$ cat config.mk
export PLATFORM = sky130hd
export DESIGN_NAME = nic_switch_top
export DESIGN_NICKNAME = d
export VERILOG_FILES = /design/src/nic_port_pkg.sv /design/src/nic_stream_pkg.sv /design/src/beat_fifo.sv /design/src/ingress_port.sv /design/src/switch_core.sv /design/src/egress_port.sv /design/src/nic_switch_top.sv
export VERILOG_INCLUDE_DIRS = /design/src
export SDC_FILE = /design/constraint.sdc
export NUM_CORES = 2
export LEC_CHECK = 0
export ABC_AREA = 1
export CAP_MARGIN = 30
export CORE_ASPECT_RATIO = 1.25
export CORE_MARGIN = 4
export CORE_UTILIZATION = 30
export CTS_CLUSTER_SIZE = 12
export DETAILED_ROUTE_END_ITERATION = 10
export DONT_BUFFER_PORTS = 1
export GPL_TIMING_DRIVEN = 1
export SLEW_MARGIN = 20
export SYNTH_ARGS = -nofsm -noshare
export SYNTH_HDL_FRONTEND = slang
export SYNTH_SLANG_ARGS = --single-unit
$ cat constraint.sdc
create_clock -name axis_clk -period 15.3 [get_ports axis_clk]
set_clock_uncertainty 0.2 [all_clocks]
set_input_delay 2.295 -clock axis_clk [delete_from_list [all_inputs] [get_ports axis_clk]]
set_output_delay 2.295 -clock axis_clk [all_outputs]
set_load 0.02 [all_outputs]
$ cat src/nic_macros.svh
`ifndef NIC_MACROS_SVH
`define NIC_MACROS_SVH

// Switch geometry
`define NIC_NUM_PORTS   4
`define NIC_DATA_WID    32

// Entries per input buffer
`define NIC_FIFO_DEPTH  16

// Raw destination field on the input side, only the low bits route
`define NIC_DEST_WID    4

`endif

$ cat src/nic_port_pkg.sv
`default_nettype none

`include "nic_macros.svh"

package nic_port_pkg;

    // ==================================================
    // Port addressing
    // ==================================================

    // Index of one switch port
    typedef logic [$clog2(`NIC_NUM_PORTS)-1:0] port_t;

    // Routing info that rides along with every beat
    typedef struct packed {
        port_t src;
        port_t dest;
    } route_meta_t;

endpackage : nic_port_pkg

`default_nettype wire

$ cat src/nic_stream_pkg.sv
`default_nettype none

`include "nic_macros.svh"

package nic_stream_pkg;

    // ==================================================
    // Stream beats
    // ==================================================

    // Raw beat as seen on an input port
    typedef struct packed {
        logic [`NIC_DATA_WID-1:0] data;
        logic                     last;
    } beat_t;

    // Beat inside the switch, tagged with its route
    typedef struct packed {
        beat_t                     beat;
        nic_port_pkg::route_meta_t meta;
    } tagged_beat_t;

    // Beat leaving an output, with id and user metadata
    typedef struct packed {
        beat_t               beat;
        nic_port_pkg::port_t id;
        nic_port_pkg::port_t user;
    } egress_beat_t;

endpackage : nic_stream_pkg

`default_nettype wire

$ cat src/beat_fifo.sv
`timescale 1ns/1ns
`default_nettype none

`include "nic_macros.svh"

module beat_fifo #(
    parameter type payload_t = logic,
    parameter int  DEPTH     = `NIC_FIFO_DEPTH
) (
    input  logic     axis_clk,
    input  logic     reset,
    input  logic     wr_valid,
    input  payload_t wr_data,
    input  logic     rd_pop,
    output payload_t rd_data,
    output logic     rd_ready
);
    localparam int PTR_WID = (DEPTH > 1) ? $clog2(DEPTH) : 1;

    payload_t           mem [DEPTH];
    logic [PTR_WID-1:0] wr_ptr;
    logic [PTR_WID-1:0] rd_ptr;
    logic [PTR_WID:0]   count;
    logic               do_pop;

    // Pointer step with wrap for any depth
    function automatic logic [PTR_WID-1:0] next_ptr(input logic [PTR_WID-1:0] ptr);
        return (ptr == PTR_WID'(DEPTH - 1)) ? '0 : ptr + 1'b1;
    endfunction

    // Head is visible without a pop
    assign rd_ready = (count != '0);
    assign rd_data  = mem[rd_ptr];
    assign do_pop   = rd_pop && rd_ready;

    always_ff @(posedge axis_clk) begin
        if (wr_valid) begin
            mem[wr_ptr] <= wr_data;
        end
    end

    always_ff @(posedge axis_clk) begin
        if (reset) begin
            wr_ptr <= '0;
            rd_ptr <= '0;
            count  <= '0;
        end else begin
            if (wr_valid) wr_ptr <= next_ptr(wr_ptr);
            if (do_pop)   rd_ptr <= next_ptr(rd_ptr);
            case ({wr_valid, do_pop})
                2'b10:   count <= count + 1'b1;
                2'b01:   count <= count - 1'b1;
                default: count <= count;
            endcase
        end
    end

endmodule : beat_fifo

`default_nettype wire

$ cat src/ingress_port.sv
`timescale 1ns/1ns
`default_nettype none

`include "nic_macros.svh"

module ingress_port #(
    parameter nic_port_pkg::port_t SRC_PORT = '0
) (
    input  logic                         axis_clk,
    input  logic                         reset,
    input  logic                         in_valid,
    input  nic_stream_pkg::beat_t        in_beat,
    input  logic [`NIC_DEST_WID-1:0]     in_dest,
    output logic                         tag_valid,
    output nic_stream_pkg::tagged_beat_t tag_beat
);
    import nic_port_pkg::*;

    logic  sop;
    port_t dest_hold;
    port_t dest_cur;

    // Only the low bits of the raw destination select a port
    assign dest_cur = sop ? port_t'(in_dest) : dest_hold;

    // Packet start tracking, next beat after last is a new packet
    always_ff @(posedge axis_clk) begin
        if (reset) begin
            sop       <= 1'b1;
            dest_hold <= '0;
        end else if (in_valid) begin
            sop       <= in_beat.last;
            dest_hold <= dest_cur;
        end
    end

    always_ff @(posedge axis_clk) begin
        if (reset) begin
            tag_valid <= 1'b0;
        end else begin
            tag_valid <= in_valid;
        end
    end

    // Tagged beat register
    always_ff @(posedge axis_clk) begin
        if (in_valid) begin
            tag_beat.beat      <= in_beat;
            tag_beat.meta.src  <= SRC_PORT;
            tag_beat.meta.dest <= dest_cur;
        end
    end

endmodule : ingress_port

`default_nettype wire

$ cat src/switch_core.sv
`timescale 1ns/1ns
`default_nettype none

`include "nic_macros.svh"

module switch_core (
    input  logic                         axis_clk,
    input  logic                         reset,
    input  logic [`NIC_NUM_PORTS-1:0]    tag_valid,
    input  nic_stream_pkg::tagged_beat_t tag_beat [`NIC_NUM_PORTS],
    output logic [`NIC_NUM_PORTS-1:0]    sw_valid,
    output nic_stream_pkg::tagged_beat_t sw_beat  [`NIC_NUM_PORTS]
);
    import nic_port_pkg::*;
    import nic_stream_pkg::*;

    localparam int NP = `NIC_NUM_PORTS;

    // ==================================================
    // Input buffering
    // ==================================================

    tagged_beat_t      head     [NP];
    logic [NP-1:0]     head_rdy;
    logic [NP-1:0]     pop;

    for (genvar i = 0; i < NP; i++) begin : g_in_fifo
        beat_fifo #(
            .payload_t (tagged_beat_t),
            .DEPTH     (`NIC_FIFO_DEPTH)
        ) i_beat_fifo (
            .axis_clk (axis_clk),
            .reset    (reset),
            .wr_valid (tag_valid[i]),
            .wr_data  (tag_beat[i]),
            .rd_pop   (pop[i]),
            .rd_data  (head[i]),
            .rd_ready (head_rdy[i])
        );
    end

    // ==================================================
    // Per-output arbitration
    // ==================================================

    // Per-output state
    port_t         grant_src [NP];
    logic [NP-1:0] busy;
    port_t         rr_ptr    [NP];

    // Requests indexed [input][output]
    logic [NP-1:0] req [NP];
    port_t         sel_src [NP];
    logic [NP-1:0] sel_vld;

    // An idle input's head is always a first beat, so a match on dest is a request
    always_comb begin
        for (int i = 0; i < NP; i++) begin
            for (int o = 0; o < NP; o++) begin
                req[i][o] = head_rdy[i] && (head[i].meta.dest == port_t'(o));
            end
        end
    end

    always_comb begin
        port_t cand;
        cand = '0;
        for (int o = 0; o < NP; o++) begin
            // Busy output keeps draining its granted input
            sel_src[o] = grant_src[o];
            sel_vld[o] = busy[o] && head_rdy[grant_src[o]];
            if (!busy[o]) begin
                // Walk downward so the input right after the last winner ends up on top
                for (int k = NP; k >= 1; k--) begin
                    cand = rr_ptr[o] + port_t'(k);
                    if (req[cand][o]) begin
                        sel_src[o] = cand;
                        sel_vld[o] = 1'b1;
                    end
                end
            end
        end
    end

    // One pop per input, its head has a single destination
    always_comb begin
        pop = '0;
        for (int o = 0; o < NP; o++) begin
            if (sel_vld[o]) pop[sel_src[o]] = 1'b1;
        end
    end

    always_ff @(posedge axis_clk) begin
        if (reset) begin
            busy     <= '0;
            sw_valid <= '0;
            for (int o = 0; o < NP; o++) begin
                grant_src[o] <= '0;
                rr_ptr[o]    <= port_t'(NP - 1);
            end
        end else begin
            sw_valid <= sel_vld;
            for (int o = 0; o < NP; o++) begin
                if (sel_vld[o]) begin
                    // Grant released on the last beat of the packet
                    busy[o]      <= !head[sel_src[o]].beat.last;
                    grant_src[o] <= sel_src[o];
                end
                if (sel_vld[o] && !busy[o]) rr_ptr[o] <= sel_src[o];
            end
        end
    end

    // Output beat register
    always_ff @(posedge axis_clk) begin
        for (int o = 0; o < NP; o++) begin
            if (sel_vld[o]) sw_beat[o] <= head[sel_src[o]];
        end
    end

endmodule : switch_core

`default_nettype wire

$ cat src/egress_port.sv
`timescale 1ns/1ns
`default_nettype none

module egress_port #(
    parameter bit HOST_PORT = 1'b0
) (
    input  logic                         axis_clk,
    input  logic                         reset,
    input  logic                         sw_valid,
    input  nic_stream_pkg::tagged_beat_t sw_beat,
    output logic                         out_valid,
    output nic_stream_pkg::egress_beat_t out_beat
);
    import nic_stream_pkg::*;

    egress_beat_t egr_beat;
    logic         out_rdy;

    // Wire ports carry no user info, host ports see the source port
    always_comb begin
        egr_beat.beat = sw_beat.beat;
        egr_beat.id   = sw_beat.meta.src;
        egr_beat.user = HOST_PORT ? sw_beat.meta.src : '0;
    end

    // Two-entry stage, drained as soon as something lands
    beat_fifo #(
        .payload_t (egress_beat_t),
        .DEPTH     (2)
    ) i_beat_fifo (
        .axis_clk (axis_clk),
        .reset    (reset),
        .wr_valid (sw_valid),
        .wr_data  (egr_beat),
        .rd_pop   (out_rdy),
        .rd_data  (out_beat),
        .rd_ready (out_rdy)
    );

    assign out_valid = out_rdy;

endmodule : egress_port

`default_nettype wire

$ cat src/nic_switch_top.sv
`timescale 1ns/1ns
`default_nettype none

`include "nic_macros.svh"

module nic_switch_top (
    input  logic                         axis_clk,
    input  logic                         reset,
    input  logic [`NIC_NUM_PORTS-1:0]    in_valid,
    input  nic_stream_pkg::beat_t        in_beat  [`NIC_NUM_PORTS],
    input  logic [`NIC_DEST_WID-1:0]     in_dest  [`NIC_NUM_PORTS],
    output logic [`NIC_NUM_PORTS-1:0]    out_valid,
    output nic_stream_pkg::egress_beat_t out_beat [`NIC_NUM_PORTS]
);
    import nic_port_pkg::*;
    import nic_stream_pkg::*;

    logic [`NIC_NUM_PORTS-1:0] tag_valid;
    tagged_beat_t              tag_beat [`NIC_NUM_PORTS];
    logic [`NIC_NUM_PORTS-1:0] sw_valid;
    tagged_beat_t              sw_beat  [`NIC_NUM_PORTS];

    // ==================================================
    // Input side
    // ==================================================
    for (genvar i = 0; i < `NIC_NUM_PORTS; i++) begin : g_ingress
        ingress_port #(
            .SRC_PORT (port_t'(i))
        ) i_ingress_port (
            .axis_clk  (axis_clk),
            .reset     (reset),
            .in_valid  (in_valid[i]),
            .in_beat   (in_beat[i]),
            .in_dest   (in_dest[i]),
            .tag_valid (tag_valid[i]),
            .tag_beat  (tag_beat[i])
        );
    end

    switch_core i_switch_core (
        .axis_clk  (axis_clk),
        .reset     (reset),
        .tag_valid (tag_valid),
        .tag_beat  (tag_beat),
        .sw_valid  (sw_valid),
        .sw_beat   (sw_beat)
    );

    // ==================================================
    // Output side, lower half wire, upper half host
    // ==================================================
    for (genvar i = 0; i < `NIC_NUM_PORTS; i++) begin : g_egress
        egress_port #(
            .HOST_PORT (i >= `NIC_NUM_PORTS / 2)
        ) i_egress_port (
            .axis_clk  (axis_clk),
            .reset     (reset),
            .sw_valid  (sw_valid[i]),
            .sw_beat   (sw_beat[i]),
            .out_valid (out_valid[i]),
            .out_beat  (out_beat[i])
        );
    end

endmodule : nic_switch_top

`default_nettype wire

==> out/metrics.yaml <==
timing:
  setup_viol: 0
  maxSlewViolCount: 0
  worst_pin_slew_ns: 0.996
  min_period_ns: 7.11
  fin_crit_sh: 0.465
  slew-limit-headroom: 0.336
  max_freq_mhz: 141
  post-route-worst-setup-slack_ns: 8.19
  setup_tns_ns: 0
  whs_ns: 0.244
  hold_viol: 0
  rsz0062_at_grt: "no"
clocking:
  clk_latency_ns: 0.96
  cts_hold_buf: 0
  root_buffer: "clkbuf_16"
  cts_sinks: 2928
  postCtsSetupBuffers: 0
  cts_buffer_depth: 4
  clk_pin_slew_worst_paths_ns: 0.06
  post_cts_resized: 0
  cts_buffers: 303
  h-tree-depth: 5
  cts_tree: "built"
placed_design:
  dpl.hpwl_microns: 213000
  gp_congestion: 0.873
  dpl_cell_area_sq_mm: 0.121
  port_buffers: 0
  pre_cts_slack_ns: 8.36
  dp.cells: 13200
yosys:
  syn_area_sq_mm: 0.115
  netlist_top_cells_count: "2816 x edfxtp_1, 1227 x nor2_1, 1156 x o21ai_0, 872 x nand2_1, 439 x clkbuf_1"
  synth_top_cell_by_area: "edfxtp_1"
  synth.area.top_cells: "edfxtp_1 73%, o21ai_0 5.0%, nor2_1 4.0%"
  netlist-cell-type-count: 52
  synth_edf_count: 2816
  ys_ff_latch: 2928
  yosysSeqAreaShare: 0.752
  synthArstFlopShare: 0
  synth_top_area_share: 0.733
  syn_inst: 8515
  ys.warnings.count: 0
  synth_most_common_cell: "edfxtp_1"
  synthFlopType: "edfxtp_1"
  syn_avg_cell_area_sq_um: 13.6
drt:
  drtIter0Drc: 8333
  ant_nets: 0
  wl_per_cell_microns: 26.4
  num_vias: 73800
  drcViolationCount: 0
  routed_wl_microns: 364000
  drt-pass1-iter-count: 6
  routed_via_density: 5.36
run:
  cap_violations: 0
final_layout:
  syn_to_final_growth_pct: 13.2
  final_util: 0.341
  drive_gt1_frac: 0.0957
  fin_cells: 13800
  finalNetCount: 8615
  multi_input_area_sq_mm: 0.0258
  stdcell_area_sq_mm: 0.131
  seqCellArea_sq_mm: 0.0869
  nFillCells: 36400
power:
  leakagePower_nw: 41.9
  vdd_drop_max_uv: 250
  power_mw: 26.2
  pwr_density_cell_mw_per_mm2: 200
floorplanning:
  core_sq_mm: 0.383
  rows: 254
  die_width_microns: 563
  start_util: 0.301
  die-area_sq_mm: 0.395
  ios: 306
  die_h_microns: 701
critical_path:
  critPathMaxStageDelay_ns: 0.97
  critical_path_arrival_ns: 7.69
  cp.required_ns: 15.88
  cp_slowest_cell: "dfxtp_4"
  critPathMaxFanout: 74
  end_kind: "register"
  critPathKind: "reg2reg"
  cpMostUsedCell: "nand2_1"
  start_kind: "register"
grt:
  grt_pass1_vias: 70600
  grt_max_degree: 209
  grt_pass1_wl_microns: 509000
  antenna_found_initial: 100
  grt_overflow: 0
  grtUsageTotal: 0.176
worst_hold_path:
  worstHoldPathType: "reg2reg"
outcome:
  status: "completed"
## cell families (layout without fill, tap and decap cells)
group	after synthesis	after routing	share of synthesized area
xor+xnor	27	27	0.00205
mux	141	141	0.0137
simple gates	2462	2462	0.0859
compound gates	2097	2097	0.113
flops	2928	2928	0.752
other cells	1	36	0.0000325
buf+inv	820	912	0.0285
fa+ha+maj	39	39	0.00423
## per-layer routing
layer / up-vias / wire [microns] / GRT usage
li1: 31700 / - / -
met1: 37100 / 135000 / 0.219
met2: 3998 / 163000 / 0.274
met3: 903 / 41000 / 0.0519
met4: 40 / 23900 / 0.0999
met5: - / 292 / 0
## final timing paths
path / slack [ns] / cells past startpoint / startpoint / endpoint
min reg2reg: 0.24 / 1 / g_egress[2].i_egress_port.i_beat_fifo.rd_ptr / register
min: 0.24 / 1 / g_egress[2].i_egress_port.i_beat_fifo.rd_ptr / register
max: 8.19 / 35 / register / i_switch_core.g_in_fifo[1].i_beat_fifo.count[4]
max reg2reg: 8.19 / 35 / register / i_switch_core.g_in_fifo[1].i_beat_fifo.count[4]
## power by group
group          switching (mW)  leakage (nW)  internal (mW)
combinational            6.14          10.9           2.14
sequential              0.994          26.6           10.0
clock                    3.06          4.35           3.84
total                    10.2          41.9           16.0
## cell type report
class | count | area share
timing repair buffer | 142 | 0.0106
inverter | 277 | 0.00817
tap | 5120 | 0.0490
clock buffer | 414 | 0.0623
clock inverter | 79 | 0.00669
sequential | 2928 | 0.665
multi-input combinational | 4770 | 0.198
antenna | 32 | 0.000613
## critical path: cells and delay by family (launching register included)
family | cells | cell delay, ns
DFF | 1 | 0.97
buffers and inverters | 6 | 2.52
and+or+nand+nor | 20 | 1.81
AOI/OAI and AO/OA | 6 | 0.73
adders and majority gates | 2 | 0.47
xor gates and xnor gates | 1 | 0.18
## state kept, by name, indices dropped and copies added (netlist names), 8 cells and up, named ones only
name                                        flops
g_egress.i_egress_port.i_beat_fifo.count        8
g_egress.i_egress_port.i_beat_fifo.mem        280
g_ingress.i_ingress_port.dest_hold              8
g_ingress.i_ingress_port.tag_beat             140
i_switch_core.g_in_fifo.i_beat_fifo.count      20
i_switch_core.g_in_fifo.i_beat_fifo.mem      2240
i_switch_core.g_in_fifo.i_beat_fifo.rd_ptr     16
i_switch_core.g_in_fifo.i_beat_fifo.wr_ptr     16
i_switch_core.grant_src                         8
i_switch_core.rr_ptr                            8
i_switch_core.sw_beat                         140
## cell usage in the layout, fill, tap and decap left out, types with 9 or more instances in the layout
master / instances
edfxtp_1: 2816
nor2_1: 1160
o21ai_0: 1156
nand2_1: 870
o221ai_1: 432
clkbuf_16: 306
nand3_1: 280
inv_1: 243
mux2_2: 140
o211ai_1: 135
o22ai_1: 128
buf_4: 122
clkbuf_1: 100
o2111ai_1: 96
dfxtp_1: 92
a21oi_1: 89
nor2_4: 70
ha_1: 39
diode_2: 32
clkinv_1: 31
a31oi_1: 29
xor2_1: 24
inv_2: 21
nand4_1: 18
nand2_2: 18
clkinv_2: 16
inv_6: 14
nor3_1: 12
dfxtp_4: 12
buf_16: 10
buf_12: 10
o21ai_1: 9
Note: power is estimated with default switching activity, not from simulation.
